--- src/rtl/ecc_pkg.sv ---
package ecc_pkg;

    // Word geometry
    localparam int ECC_DATA_W     = 96;
    localparam int ECC_CHECK_W    = 8;
    localparam int ECC_LANE_COUNT = 4;
    localparam int ECC_LANE_W     = ECC_DATA_W / ECC_LANE_COUNT;

    // Hamming position field inside a column, overall parity sits above it
    localparam int ECC_POS_W      = ECC_CHECK_W - 1;
    localparam int ECC_POS_FIRST  = 3;   // Positions 1 and 2 belong to check bits
    localparam int ECC_POS_LIMIT  = 1 << ECC_POS_W;

    typedef logic [ECC_DATA_W-1:0]  ecc_data_t;
    typedef logic [ECC_CHECK_W-1:0] ecc_check_t;
    typedef logic [ECC_LANE_W-1:0]  ecc_lane_data_t;

    typedef logic [ECC_POS_W-1:0]   ecc_pos_t;

    typedef struct packed {
        ecc_data_t  data;
        ecc_check_t parity;
        logic       bypass;  // Pass data through untouched
    } ecc_rd_req_t;

    typedef struct packed {
        ecc_data_t data;
        logic      sbit_err;  // Corrected or check-bit-only error
        logic      dbit_err;  // Uncorrectable
    } ecc_rd_resp_t;

    // True for a power of two, those positions are taken by check bits
    function automatic logic ecc_is_pow2(input int unsigned value);
        return (value != 0) && ((value & (value - 1)) == 0);
    endfunction

    // Hamming position of data bit i
    function automatic ecc_pos_t ecc_position(input int unsigned i);
        ecc_pos_t    pos;
        int unsigned count;
        pos   = '0;
        count = 0;
        for (int unsigned p = ECC_POS_FIRST; p < ECC_POS_LIMIT; p++) begin
            if (!ecc_is_pow2(p)) begin
                if (count == i) begin
                    pos = ecc_pos_t'(p);
                end
                count++;
            end
        end
        return pos;
    endfunction

    // Column of data bit i in the check matrix
    // Top bit evens out the weight so every column is odd
    function automatic ecc_check_t ecc_column(input int unsigned i);
        ecc_pos_t pos;
        pos = ecc_position(i);
        return {~^pos, pos};
    endfunction

endpackage

--- src/rtl/ecc_96_top.sv ---
`timescale 1ns/10ps

module ecc_96_top
    import ecc_pkg::*;
(
    input  logic         clk,
    input  logic         rst_n,

    input  ecc_data_t    wr_data,
    output ecc_check_t   wr_parity,

    input  logic         rd_valid,
    input  ecc_rd_req_t  rd_req,
    output logic         out_valid,
    output ecc_rd_resp_t rd_resp
);

    ecc_check_t                          syndrome;
    logic                                syndrome_zero;
    logic                                check_only;
    ecc_lane_data_t [ECC_LANE_COUNT-1:0] lane_data;
    logic           [ECC_LANE_COUNT-1:0] lane_hit;

    // Write side check bits
    ecc_encoder u_wr_encoder (
        .data   (wr_data),
        .parity (wr_parity)
    );

    ecc_syndrome_gen u_syndrome_gen (
        .req           (rd_req),
        .syndrome      (syndrome),
        .syndrome_zero (syndrome_zero),
        .check_only    (check_only)
    );

    genvar g;
    generate
        for (g = 0; g < ECC_LANE_COUNT; g++) begin : g_lane
            ecc_correct_lane #(
                .LANE_INDEX (g)
            ) u_lane (
                .slice     (rd_req.data[g*ECC_LANE_W +: ECC_LANE_W]),
                .syndrome  (syndrome),
                .corrected (lane_data[g]),
                .hit       (lane_hit[g])
            );
        end
    endgenerate

    // Only clocked stage, cuts the syndrome to correction path
    ecc_result_reg u_result_reg (
        .clk           (clk),
        .rst_n         (rst_n),
        .rd_valid      (rd_valid),
        .req           (rd_req),
        .lane_data     (lane_data),
        .lane_hit      (lane_hit),
        .syndrome_zero (syndrome_zero),
        .check_only    (check_only),
        .out_valid     (out_valid),
        .resp          (rd_resp)
    );

endmodule

--- src/rtl/ecc_correct_lane.sv ---
`timescale 1ns/10ps

module ecc_correct_lane
    import ecc_pkg::*;
#(
    parameter int LANE_INDEX = 0
)
(
    input  ecc_lane_data_t slice,
    input  ecc_check_t     syndrome,
    output ecc_lane_data_t corrected,
    output logic           hit
);

    localparam int BASE = LANE_INDEX * ECC_LANE_W;  // First data bit of this lane

    ecc_lane_data_t match;

    genvar j;
    generate
        for (j = 0; j < ECC_LANE_W; j++) begin : g_bit
            localparam ecc_check_t COL = ecc_column(BASE + j);

            assign match[j] = (syndrome == COL);
        end
    endgenerate

    // Columns are distinct, so at most one bit flips
    assign corrected = slice ^ match;
    assign hit       = |match;

endmodule

--- src/rtl/ecc_encoder.sv ---
`timescale 1ns/10ps

module ecc_encoder
    import ecc_pkg::*;
(
    input  ecc_data_t  data,
    output ecc_check_t parity
);

    // Data bits that feed check bit k
    function automatic ecc_data_t check_mask(input int k);
        ecc_data_t  mask;
        ecc_check_t col;
        mask = '0;
        for (int i = 0; i < ECC_DATA_W; i++) begin
            col     = ecc_column(i);
            mask[i] = col[k];
        end
        return mask;
    endfunction

    genvar k;
    generate
        for (k = 0; k < ECC_CHECK_W; k++) begin : g_check
            localparam ecc_data_t MASK = check_mask(k);

            assign parity[k] = ^(data & MASK);  // Parity of selected bits
        end
    endgenerate

endmodule

--- src/rtl/ecc_result_reg.sv ---
`timescale 1ns/10ps

module ecc_result_reg
    import ecc_pkg::*;
(
    input  logic                                  clk,
    input  logic                                  rst_n,
    input  logic                                  rd_valid,
    input  ecc_rd_req_t                           req,
    input  ecc_lane_data_t [ECC_LANE_COUNT-1:0]   lane_data,
    input  logic           [ECC_LANE_COUNT-1:0]   lane_hit,
    input  logic                                  syndrome_zero,
    input  logic                                  check_only,
    output logic                                  out_valid,
    output ecc_rd_resp_t                          resp
);

    ecc_data_t    joined;
    logic         single_err;
    logic         double_err;
    ecc_rd_resp_t next_resp;

    assign joined = ecc_data_t'(lane_data);  // Lane 0 in the low bits

    // Data bit match or lone check bit
    assign single_err = (|lane_hit) || check_only;

    // Nonzero syndrome that no single flip explains
    assign double_err = !syndrome_zero && !single_err;

    always_comb begin
        if (req.bypass) begin
            next_resp.data     = req.data;
            next_resp.sbit_err = 1'b0;
            next_resp.dbit_err = 1'b0;
        end else begin
            next_resp.data     = joined;
            next_resp.sbit_err = single_err;
            next_resp.dbit_err = double_err;
        end
    end

    always_ff @(posedge clk or negedge rst_n) begin
        if (!rst_n) begin
            out_valid <= 1'b0;
            resp      <= '0;
        end else begin
            out_valid <= rd_valid;
            if (rd_valid) begin
                resp <= next_resp;  // Hold last result otherwise
            end
        end
    end

endmodule

--- src/rtl/ecc_syndrome_gen.sv ---
`timescale 1ns/10ps

module ecc_syndrome_gen
    import ecc_pkg::*;
(
    input  ecc_rd_req_t req,
    output ecc_check_t  syndrome,
    output logic        syndrome_zero,
    output logic        check_only
);

    ecc_check_t recomputed;
    logic       single_bit;

    // Same generator as the write side
    ecc_encoder u_encoder (
        .data   (req.data),
        .parity (recomputed)
    );

    assign syndrome = recomputed ^ req.parity;

    assign syndrome_zero = (syndrome == '0);

    // At most one bit set, clearing the lowest one leaves nothing
    assign single_bit = ((syndrome & (syndrome - 1'b1)) == '0);

    // Only a stored check bit flipped, data is clean
    assign check_only = single_bit && !syndrome_zero;

endmodule

--- config.mk ---
export PLATFORM = sky130hd
export DESIGN_NAME = ecc_96_top
export DESIGN_NICKNAME = d
export VERILOG_FILES = /design/src/rtl/ecc_pkg.sv /design/src/rtl/ecc_96_top.sv /design/src/rtl/ecc_correct_lane.sv /design/src/rtl/ecc_encoder.sv /design/src/rtl/ecc_result_reg.sv /design/src/rtl/ecc_syndrome_gen.sv
export SDC_FILE = /design/constraint.sdc
export NUM_CORES = 1
export LEC_CHECK = 0
export ABC_AREA = 0
export BUFFER_PORTS_ARGS = -buffer_cell sky130_fd_sc_hd__buf_2
export CAP_MARGIN = 0
export CORE_UTILIZATION = 58
export CTS_BUF_LIST = sky130_fd_sc_hd__clkbuf_4 sky130_fd_sc_hd__clkbuf_8
export CTS_CLUSTER_DIAMETER = 100
export DETAILED_ROUTE_END_ITERATION = 10
export PLACE_DENSITY = 0.89
export SLEW_MARGIN = 20
export SYNTH_ARGS = -nofsm -noshare
export SYNTH_HDL_FRONTEND = slang
export SYNTH_SLANG_ARGS = --single-unit
--- constraint.sdc ---
create_clock -name clk -period 3.9 [get_ports clk]
set_clock_uncertainty 0.15 [all_clocks]
set_input_delay 0.39 -clock clk [delete_from_list [all_inputs] [get_ports clk]]
set_output_delay 0.39 -clock clk [all_outputs]
set_load 0.005 [all_outputs]
* After elaboration in Yosys (flattened, before gate mapping) *
Cells that the tools add are included.

storage, ports and cells
  register bits after elaboration = 99
  bits in latches = 0
  RAM bits = 0
  ROM bits = 0
  input bits = 204
  memories kept = 0

cells by class
  add/sub/neg operators = 1
  multipliers = 0
  divide/modulo/power cells = 0
  order comparisons = 0
  equal/unequal tests = 96
  shifts and indexed selects = 0
  multiplexer cells = 1
  bitwise gates (word level) = 6
  reductions and logical operators = 24

operator list
  operator             count
  $reduce_xor 96->1    16
  $eq 8x8->1 const B   51
  $eq 8x7->1 const B   19
  $eq 8x6->1 const B   15
  $mux 98              1
  $reduce_or 96->1     1
  $xor 24x24->24       4
  $eq 8x5->1 const B   7
  $eq 8x4->1 const B   3
  $logic_not 8->1      2
  $and 8x8->8          1
  $eq 8x3->1 const B   1
  $sub 8x1->8 const B  1
  $xor 8x8->8          1
  $logic_and 1x1->1    2
  $logic_not 1->1      2
  $logic_or 1x1->1     1

* Logic depth before layout (Yosys ltp) *
Gate-level depths: netlist of the first run.

  depth in word-level cells = 10
  depth in mapped cells = 14

* Hierarchy *
A second synthesis of the first run with hierarchy kept.

second synthesis, totals
  cell total of the unflattened synthesis = 1230
  area, all modules = 11614.9 um^2

by module, submodules not included
  module                               instances  cells each  area an instance (um^2)  sequential area each (um^2)
  ecc_result_reg                       1          427         4525.6                   2477.4
  ecc_encoder                          2          182         1940.6                   0.0
  ecc_correct_lane (g_lane[0].u_lane)  1          107         810.8                    0.0
  ecc_correct_lane (g_lane[1].u_lane)  1          110         775.7                    0.0
  ecc_correct_lane (g_lane[3].u_lane)  1          100         715.7                    0.0
  ecc_correct_lane (g_lane[2].u_lane)  1          99          708.2                    0.0
  ecc_syndrome_gen                     1          23          197.7                    0.0

* Worst setup path before layout of the first run *
No wires, ideal clock.

  path kind = input to register
  start = input rd_req[47] in the netlist's numbering
  end = register u_result_reg.resp[0] in the netlist's numbering
  data arrival time = 3.463 ns
  setup slack = 0.166 ns
  cell stages on the path = 12
  cell sequence = xor3_1 -> xnor3_1 -> xnor3_1 -> xnor3_2 -> or2_1 -> mux2_4 -> a211o_1 -> nor3_2 -> a2111oi_2 -> nand4_1 -> nor3_2 -> a32o_1

between the ends
  cells in the longest elaborated chain, start to end = 10
  elaborated cells between the ends (all ways) = 113

ends and longest elaborated chain
  element                 RTL line                text
  start: declaration      ecc_96_top.sv:13        input ecc_rd_req_t rd_req,
  $reduce_xor 96->1       ecc_encoder.sv:27       assign parity[k] = ^(data & MASK);
  $xor 8x8->8 *           ecc_syndrome_gen.sv:21  assign syndrome = recomputed ^ req.parity;
  $sub 8x1->8             ecc_syndrome_gen.sv:26  assign single_bit = ((syndrome & (syndrome - 1'b1)) == '0);
  $and 8x8->8             ecc_syndrome_gen.sv:26
  $logic_not 8->1         ecc_syndrome_gen.sv:26
  $logic_and 1x1->1       ecc_syndrome_gen.sv:29  assign check_only = single_bit && !syndrome_zero;
  $logic_or 1x1->1        ecc_result_reg.sv:26    assign single_err = (|lane_hit) || check_only;
  $logic_not 1->1         ecc_result_reg.sv:29    assign double_err = !syndrome_zero && !single_err;
  $logic_and 1x1->1 *     ecc_result_reg.sv:29
  $mux 98 *               ecc_result_reg.sv:32    if (req.bypass) begin
  end signal: assignment  ecc_result_reg.sv:50    resp <= next_resp;
  end: declaration        ecc_result_reg.sv:15    output ecc_rd_resp_t resp

Every way passes the cells marked *; elsewhere a longest branch is shown, timed or not.
A chain may end at the register's enable or synchronous reset.

* Worst setup path in the final report of the first run *
  start = input rd_req[47] in the netlist's numbering
  end = register u_result_reg.resp[28] in the netlist's numbering

between the ends
  cells in the longest elaborated chain, start to end = 5
  elaborated cells between the ends (all ways) = 9

ends and longest elaborated chain
  element            RTL line                text
  $reduce_xor 96->1  ecc_encoder.sv:27
  $xor 8x8->8 *      ecc_syndrome_gen.sv:21
  $eq 8x8->1 *       ecc_correct_lane.sv:24  assign match[j] = (syndrome == COL);
  $xor 24x24->24 *   ecc_correct_lane.sv:29  assign corrected = slice ^ match;
  $mux 98 *          ecc_result_reg.sv:32

Marks and branches as above.

==> impl_metrics.py, run 1 <==
metrics = {
    "timing": {
        "clock.fmax_ghz": 0.268,
        "min_period_over_period_pct": 95.7,
        "finalCriticalPeriod_ns": 3.73,
        "tightest_slew_ns": 0.926,
        "rsz0062_at_grt": "no",
        "max_slew_margin_pct": 37.8,
        "hold_viol_final": 0,
        "final-max-slew-violation-count": 0,
        "finalSetupViolCount": 0,
        "tns_ns": 0,
    },
    "yosys": {
        "synthArstFlopShare_pct": 100,
        "synthTopCellsByArea": "xnor2_1 (27%), dfrtp_1 (25%), xor2_1 (14%)",
        "synth_ff_type": "dfrtp_1",
        "ys_ff_latch": 99,
        "syn_inst": 1102,
        "yosys_warnings": 0,
        "mappedNetlistNets": 1306,
        "yosysTopAreaCellShare_pct": 27.2,
        "yosysSeqAreaShare_pct": 25.2,
        "yosysTopAreaCell": "xnor2_1",
        "synth_area_um2": 9820,
        "syn_avg_cell_area_um2": 8.92,
        "yosysUniqueCellTypes": 61,
        "synth_enable_flop_cells": 0,
    },
    "clocking": {
        "clk_pin_slew_ns": 0.12,
        "htreeDepth": 3,
        "post_cts_buffers": 0,
        "cts_buffer_depth": 2,
        "worstSkewPairLatency_ns": 0.41,
        "cts_tree": "done",
        "cts.sinks": 99,
        "cts_buffers": 9,
        "cts-root-buf": "clkbuf_8",
    },
    "routing": {
        "num_vias": 10300,
        "drt-initial-drc-count": 1083,
        "ant_nets": 0,
        "routed_wl_um": 37600,
        "wl_per_cell_um": 21.3,
        "drc": 0,
        "first_pass_iters": 5,
        "via_per_inst": 5.85,
    },
    "finish": {
        "syn_to_final_growth_pct": 31.6,
        "drive_gt1_share_pct": 32.4,
        "diodes": 0,
        "final_common_cell": "buf_2",
        "num-nets-final": 1748,
        "final_cell_mix": "buf_2 (308), xnor2_1 (305), xor2_1 (156)",
        "final_util_pct": 77.9,
    },
    "outcome": {
        "status": "finished, final reports clean",
    },
    "grt": {
        "track_usage_pct": 43.6,
        "antenna_found_initial": 0,
        "grt_max_degree": 197,
        "overflow": 0,
        "grt_pass1_vias": 10600,
        "grt_pass1_wl_um": 57600,
    },
    "pwr": {
        "switching_share_pct": 51.0,
        "leakage_nw": 5.57,
        "clkPwrFrac_pct": 4.9,
        "p_seq_share_pct": 8.8,
        "peakVddDrop_mv": 0.827,
        "power.total_mw": 14.3,
        "power_frac_comb_pct": 86.3,
        "p_int_mw": 7.01,
        "switching_power_mw": 7.30,
        "powerDensity_nw_per_um2": 1110,
    },
    "setup_path": {
        "startpoint": "rd_req[47]",
        "critPathKind": "primary input to register",
        "cp.arrival_ns": 3.85,
        "r2r_start": "u_result_reg.resp[1]",
        "start_kind": "primary input",
        "cp.required_ns": 4.02,
        "cp_max_fo": 6,
        "end_kind": "register",
    },
    "place": {
        "dp_hpwl_um": 30100,
        "place.port_buffers": 310,
        "place_congestion": 1.07,
    },
    "die": {
        "die_x_um": 132,
        "core_area_um2": 16600,
        "die_y_um": 132,
        "start_util_pct": 59.2,
        "ios": 311,
        "rows": 47,
        "fp.dieArea_um2": 17500,
    },
    "worst_hold_path": {
        "hold_start": "rd_req[101]",
        "hold_path.class": "primary input to register",
    },
    "job": {
        "maxCapViolCount": 0,
    },
}
[flip-flops by register name (all words and copies together), names as in the netlist]
signal	flops
u_result_reg.out_valid	1
u_result_reg.resp	98
[power by group through the flow]
stage | Combinational [mW] | Sequential (mW) | Clock [mW]
4_1_cts | 11.9 | 1.26 | 0.686
2_1_floorplan | 6.16 | 1.27 | 0
5_1_grt | 12.9 | 1.27 | 0.738
3_3_place_gp | 11.8 | 1.27 | 0
3_5_place_dp | 11.8 | 1.27 | 0
6_report | 12.3 | 1.26 | 0.702
[critical path: stages]
cell and delay [ns]:
buf_2 0.11, xor3_1 0.47, xnor3_1 0.43, xnor3_1 0.38
xnor3_2 0.43, or2_1 0.28, mux2_4 0.32, buf_4 0.17
nor2_1 0.28, buf_4 0.21, nand2_1 0.08, xor2_1 0.19
a21oi_1 0.09
[repair_timing]
action,CTS,global route
resized for setup,0,1
hold buffers,1,0
hold endpoints to repair,59,0
setup endpoints to repair,0,1
[cells in the mapped netlist, types with 3 or more instances]
master and instances:
nor3_1 15, a2111oi_0 4, and2_1 4, o2111ai_1 3, a31oi_1 4, o21ai_0 9, xnor2_1 305, nand3_1 6
nand4_1 3, xor2_1 156, dfrtp_1 99, xnor3_1 29, clkbuf_1 31, xor3_1 3, mux2_2 4, nand2b_1 6
o211ai_1 3, mux2i_1 12, a21oi_1 105, or3_1 3, nor2_1 129, nor4_1 4, nand2_1 117
[cell families (layout without fill, tap and decap cells)]
kind of cell | after synthesis | after routing | synth area share [%]
AOI/OAI and AO/OA | 147 | 147 | 8.69
xor gates and xnor gates | 498 | 498 | 49.4
buffers and inverters | 36 | 483 | 1.48
DFF | 99 | 99 | 25.2
muxes | 18 | 18 | 2.06
and+or+nand+nor | 304 | 304 | 13.2
[stage by stage]
step	std cells	setup WS (ns)	hold WS [ns]	instance area, um^2
CTS	1769	0.224	0.180	12900
detailed placement	1752	-0.190	0.360	12700
global placement	1752	-0.141	0.349	12700
finish	1769	0.166	0.171	12900
floorplan	1102	0.166	-0.0556	9820
global route	1769	0.0336	0.190	12900
[worst paths after layout]
path                            slack [ns]  cells past startpoint                     to
worst max-delay path                  0.17                     13  u_result_reg.resp[28]
worst max register to register        2.93                      2   u_result_reg.resp[1]
worst min-delay path                  0.17                      3  u_result_reg.resp[94]
min in group asynchronous             0.50                      2  u_result_reg.resp[36]
worst min register to register        0.39                      2  u_result_reg.resp[84]
max in group asynchronous             2.31                      3  u_result_reg.resp[55]
[final cells by class]
type	count	area [um^2]
Clock buffer	10	138
Clock inverter	6	57.6
Fill cell	1043	3660
Inverter	2	7.51
Multi-Input combinational cell	967	7210
Sequential cell	99	2480
Tap cell	220	275
Timing Repair Buffer	465	2760
[per-layer routing]
| layer | track usage (%) | routed length, um | up-vias | share of wire (%) |
|---|---|---|---|---|
| li1 | - | - | 4493 | - |
| met1 | 51.2 | 13100 | 4782 | 35 |
| met2 | 68.6 | 17100 | 820 | 45 |
| met3 | 12.1 | 4490 | 247 | 12 |
| met4 | 32.0 | 2920 | 0 | 7.8 |
| met5 | 0 | 0 | - | 0 |
(Power assumes the default switching activity.)
==> run 2: changes to the inputs <==
- BUFFER_PORTS_ARGS: -buffer_cell sky130_fd_sc_hd__buf_2 -> not set
- CORE_UTILIZATION: 58 -> 70
- DONT_BUFFER_PORTS: not set -> 1
- PLACE_DENSITY: 0.89 -> 0.86
==> impl_metrics.py, run 2 (synthesis gave the netlist of run 1 again) <==
metrics = {
    "place": {
        "dp_cells": 1351,
        "dp_hpwl_um": 28100,
        "place_congestion": 1.06,
        "postPlaceCellArea_um2": 10700,
        "post-place-ws_ns": -0.250,
        "place.port_buffers": 0,
    },
    "grt": {
        "track_usage_pct": 53.7,
        "overflow": 0,
        "grt_pass1_vias": 9586,
        "antenna_found_initial": 0,
        "grt_max_degree": 100,
        "grt_pass1_wl_um": 56400,
    },
    "finish": {
        "syn_to_final_growth_pct": 12.0,
        "final_cell_mix": "xnor2_1 (304), xor2_1 (156), nor2_1 (129)",
        "drive_gt1_share_pct": 12.4,
        "reg_top3": "u_result_reg.resp (98), u_result_reg.out_valid (1)",
        "num-nets-final": 1394,
        "stdcell_area_um2": 11000,
        "multiInputGateArea_um2": 7210,
        "nFillCells": 775,
        "fin_cells": 1371,
        "top_register": "u_result_reg.resp",
        "largest_reg_flops": 98,
        "seq_area_um2": 2480,
        "final_common_cell": "xnor2_1",
        "diodes": 0,
    },
    "worst_hold_path": {
        "min_path_cells": 2,
        "hold_path.class": "primary input to register",
        "min_to": "u_result_reg.resp[2]",
        "hold_start": "rd_valid",
    },
    "routing": {
        "num_vias": 9261,
        "via_per_inst": 6.75,
        "routed_wl_um": 38400,
        "drc": 0,
        "ant_nets": 0,
        "drt-initial-drc-count": 1224,
        "first_pass_iters": 6,
        "wl_per_cell_um": 28.0,
    },
    "timing": {
        "tns_ns": 0,
        "finalCriticalPeriod_ns": 3.89,
        "max_slew_margin_pct": 40.8,
        "min_period_over_period_pct": 99.7,
        "hold_ws_ns": -0.0171,
        "final-max-slew-violation-count": 0,
        "hold_viol_final": 2,
        "postLayoutSetupSlackWorst_ns": 0.0123,
        "tightest_slew_ns": 0.882,
        "finalSetupViolCount": 0,
        "rsz0062_at_grt": "no",
        "clock.fmax_ghz": 0.257,
    },
    "die": {
        "core_area_um2": 13500,
        "die_x_um": 120,
        "fp.dieArea_um2": 14500,
        "start_util_pct": 73.0,
        "ios": 311,
        "rows": 42,
        "die_y_um": 120,
    },
    "setup_path": {
        "r2r_start": "u_result_reg.resp[32]",
        "cp_max_fo": 5,
        "start_kind": "primary input",
        "cp.required_ns": 4.06,
        "cp.arrival_ns": 4.05,
        "end_kind": "register",
        "ff2ff_setup_slack_ns": 2.87,
        "timing.rr.end": "u_result_reg.resp[32]",
        "critPathKind": "primary input to register",
        "r2r_cells": 2,
    },
    "outcome": {
        "violations": "negative hold slack",
        "status": "finished, violations left",
    },
    "pwr": {
        "power.total_mw": 13.5,
        "powerDensity_nw_per_um2": 1230,
        "peakVddDrop_mv": 0.887,
        "leakage_nw": 4.19,
    },
    "clocking": {
        "clk_pin_slew_ns": 0.11,
        "worstSkewPairLatency_ns": 0.41,
        "cts-root-buf": "clkbuf_8",
        "htreeDepth": 3,
        "post_cts_buffers": 0,
        "cts_buffers": 9,
        "cts_tree": "done",
        "cts_buffer_depth": 2,
        "cts.sinks": 99,
    },
    "job": {
        "maxCapViolCount": 0,
    },
}
==> run 2: worst max path at each step <==
stage,startpoint,to,depth (start not counted)
after floorplan,rd_req[47],u_result_reg.resp[0],12
after global placement,rd_req[47],u_result_reg.resp[0],13
after detailed placement,rd_req[47],u_result_reg.resp[17],12
after CTS,rd_req[47],u_result_reg.resp[32],12
after global routing,rd_req[32],u_result_reg.resp[0],13
final,rd_req[47],u_result_reg.resp[32],12
==> run 2: critical path: stages <==
cell     delay [ns]
xor3_1         0.43
xnor3_1        0.47
xnor2_2        0.22
xor2_2         0.33
xnor3_1        0.52
or2_2          0.37
buf_4          0.15
nor2_1         0.40
buf_4          0.25
nand2_1        0.08
xor2_1         0.17
a21oi_1        0.27
==> run 2: layout make-up <==
| cell class | count | area share [%] |
|---|---|---|
| clock buffers | 10 | 1.19 |
| multi-input cells | 967 | 65.6 |
| inverters | 2 | 0.0683 |
| clock inverters | 6 | 0.523 |
| well taps | 176 | 2.00 |
| repair buffers | 111 | 8.10 |
| flip-flops and latches | 99 | 22.5 |
==> run 2: per-stage QoR <==
stage | utilization (%) | hold slack [ns]
floorplan | - | -0.0556
global placement | 79.7 | -0.0542
detailed placement | 79.7 | -0.0542
CTS | 81.7 | 0.000116
global route | 81.8 | 0.00454
finish | 81.8 | -0.0171
==> run 2: routing by layer <==
metal  global-route usage (%)  share of wire [%]  routed length, um  vias to the layer above
met5                    0.735                  0                  0                        -
met4                     45.1                 10               4020                        0
met3                     25.0                 15               5770                      331
met2                     83.2                 44              16900                      890
met1                     55.0                 31              11800                     4276
li1                         -                  -                  -                     3764
==> run 2: where the power goes <==
part	internal (mW)	switching (mW)	total (mW)	leakage, nW
sequential	1.17	0.134	1.30	1.11
clock	0.253	0.439	0.692	0.0979
combinational	4.88	6.64	11.5	2.99
==> run 2: what timing repair did <==
action | 4_1_cts | 5_1_grt
setup endpoints to repair | 0 | 12
gates resized for setup | 0 | 2
hold buffers | 4 | 0
endpoints found under the hold margin | 196 | 0
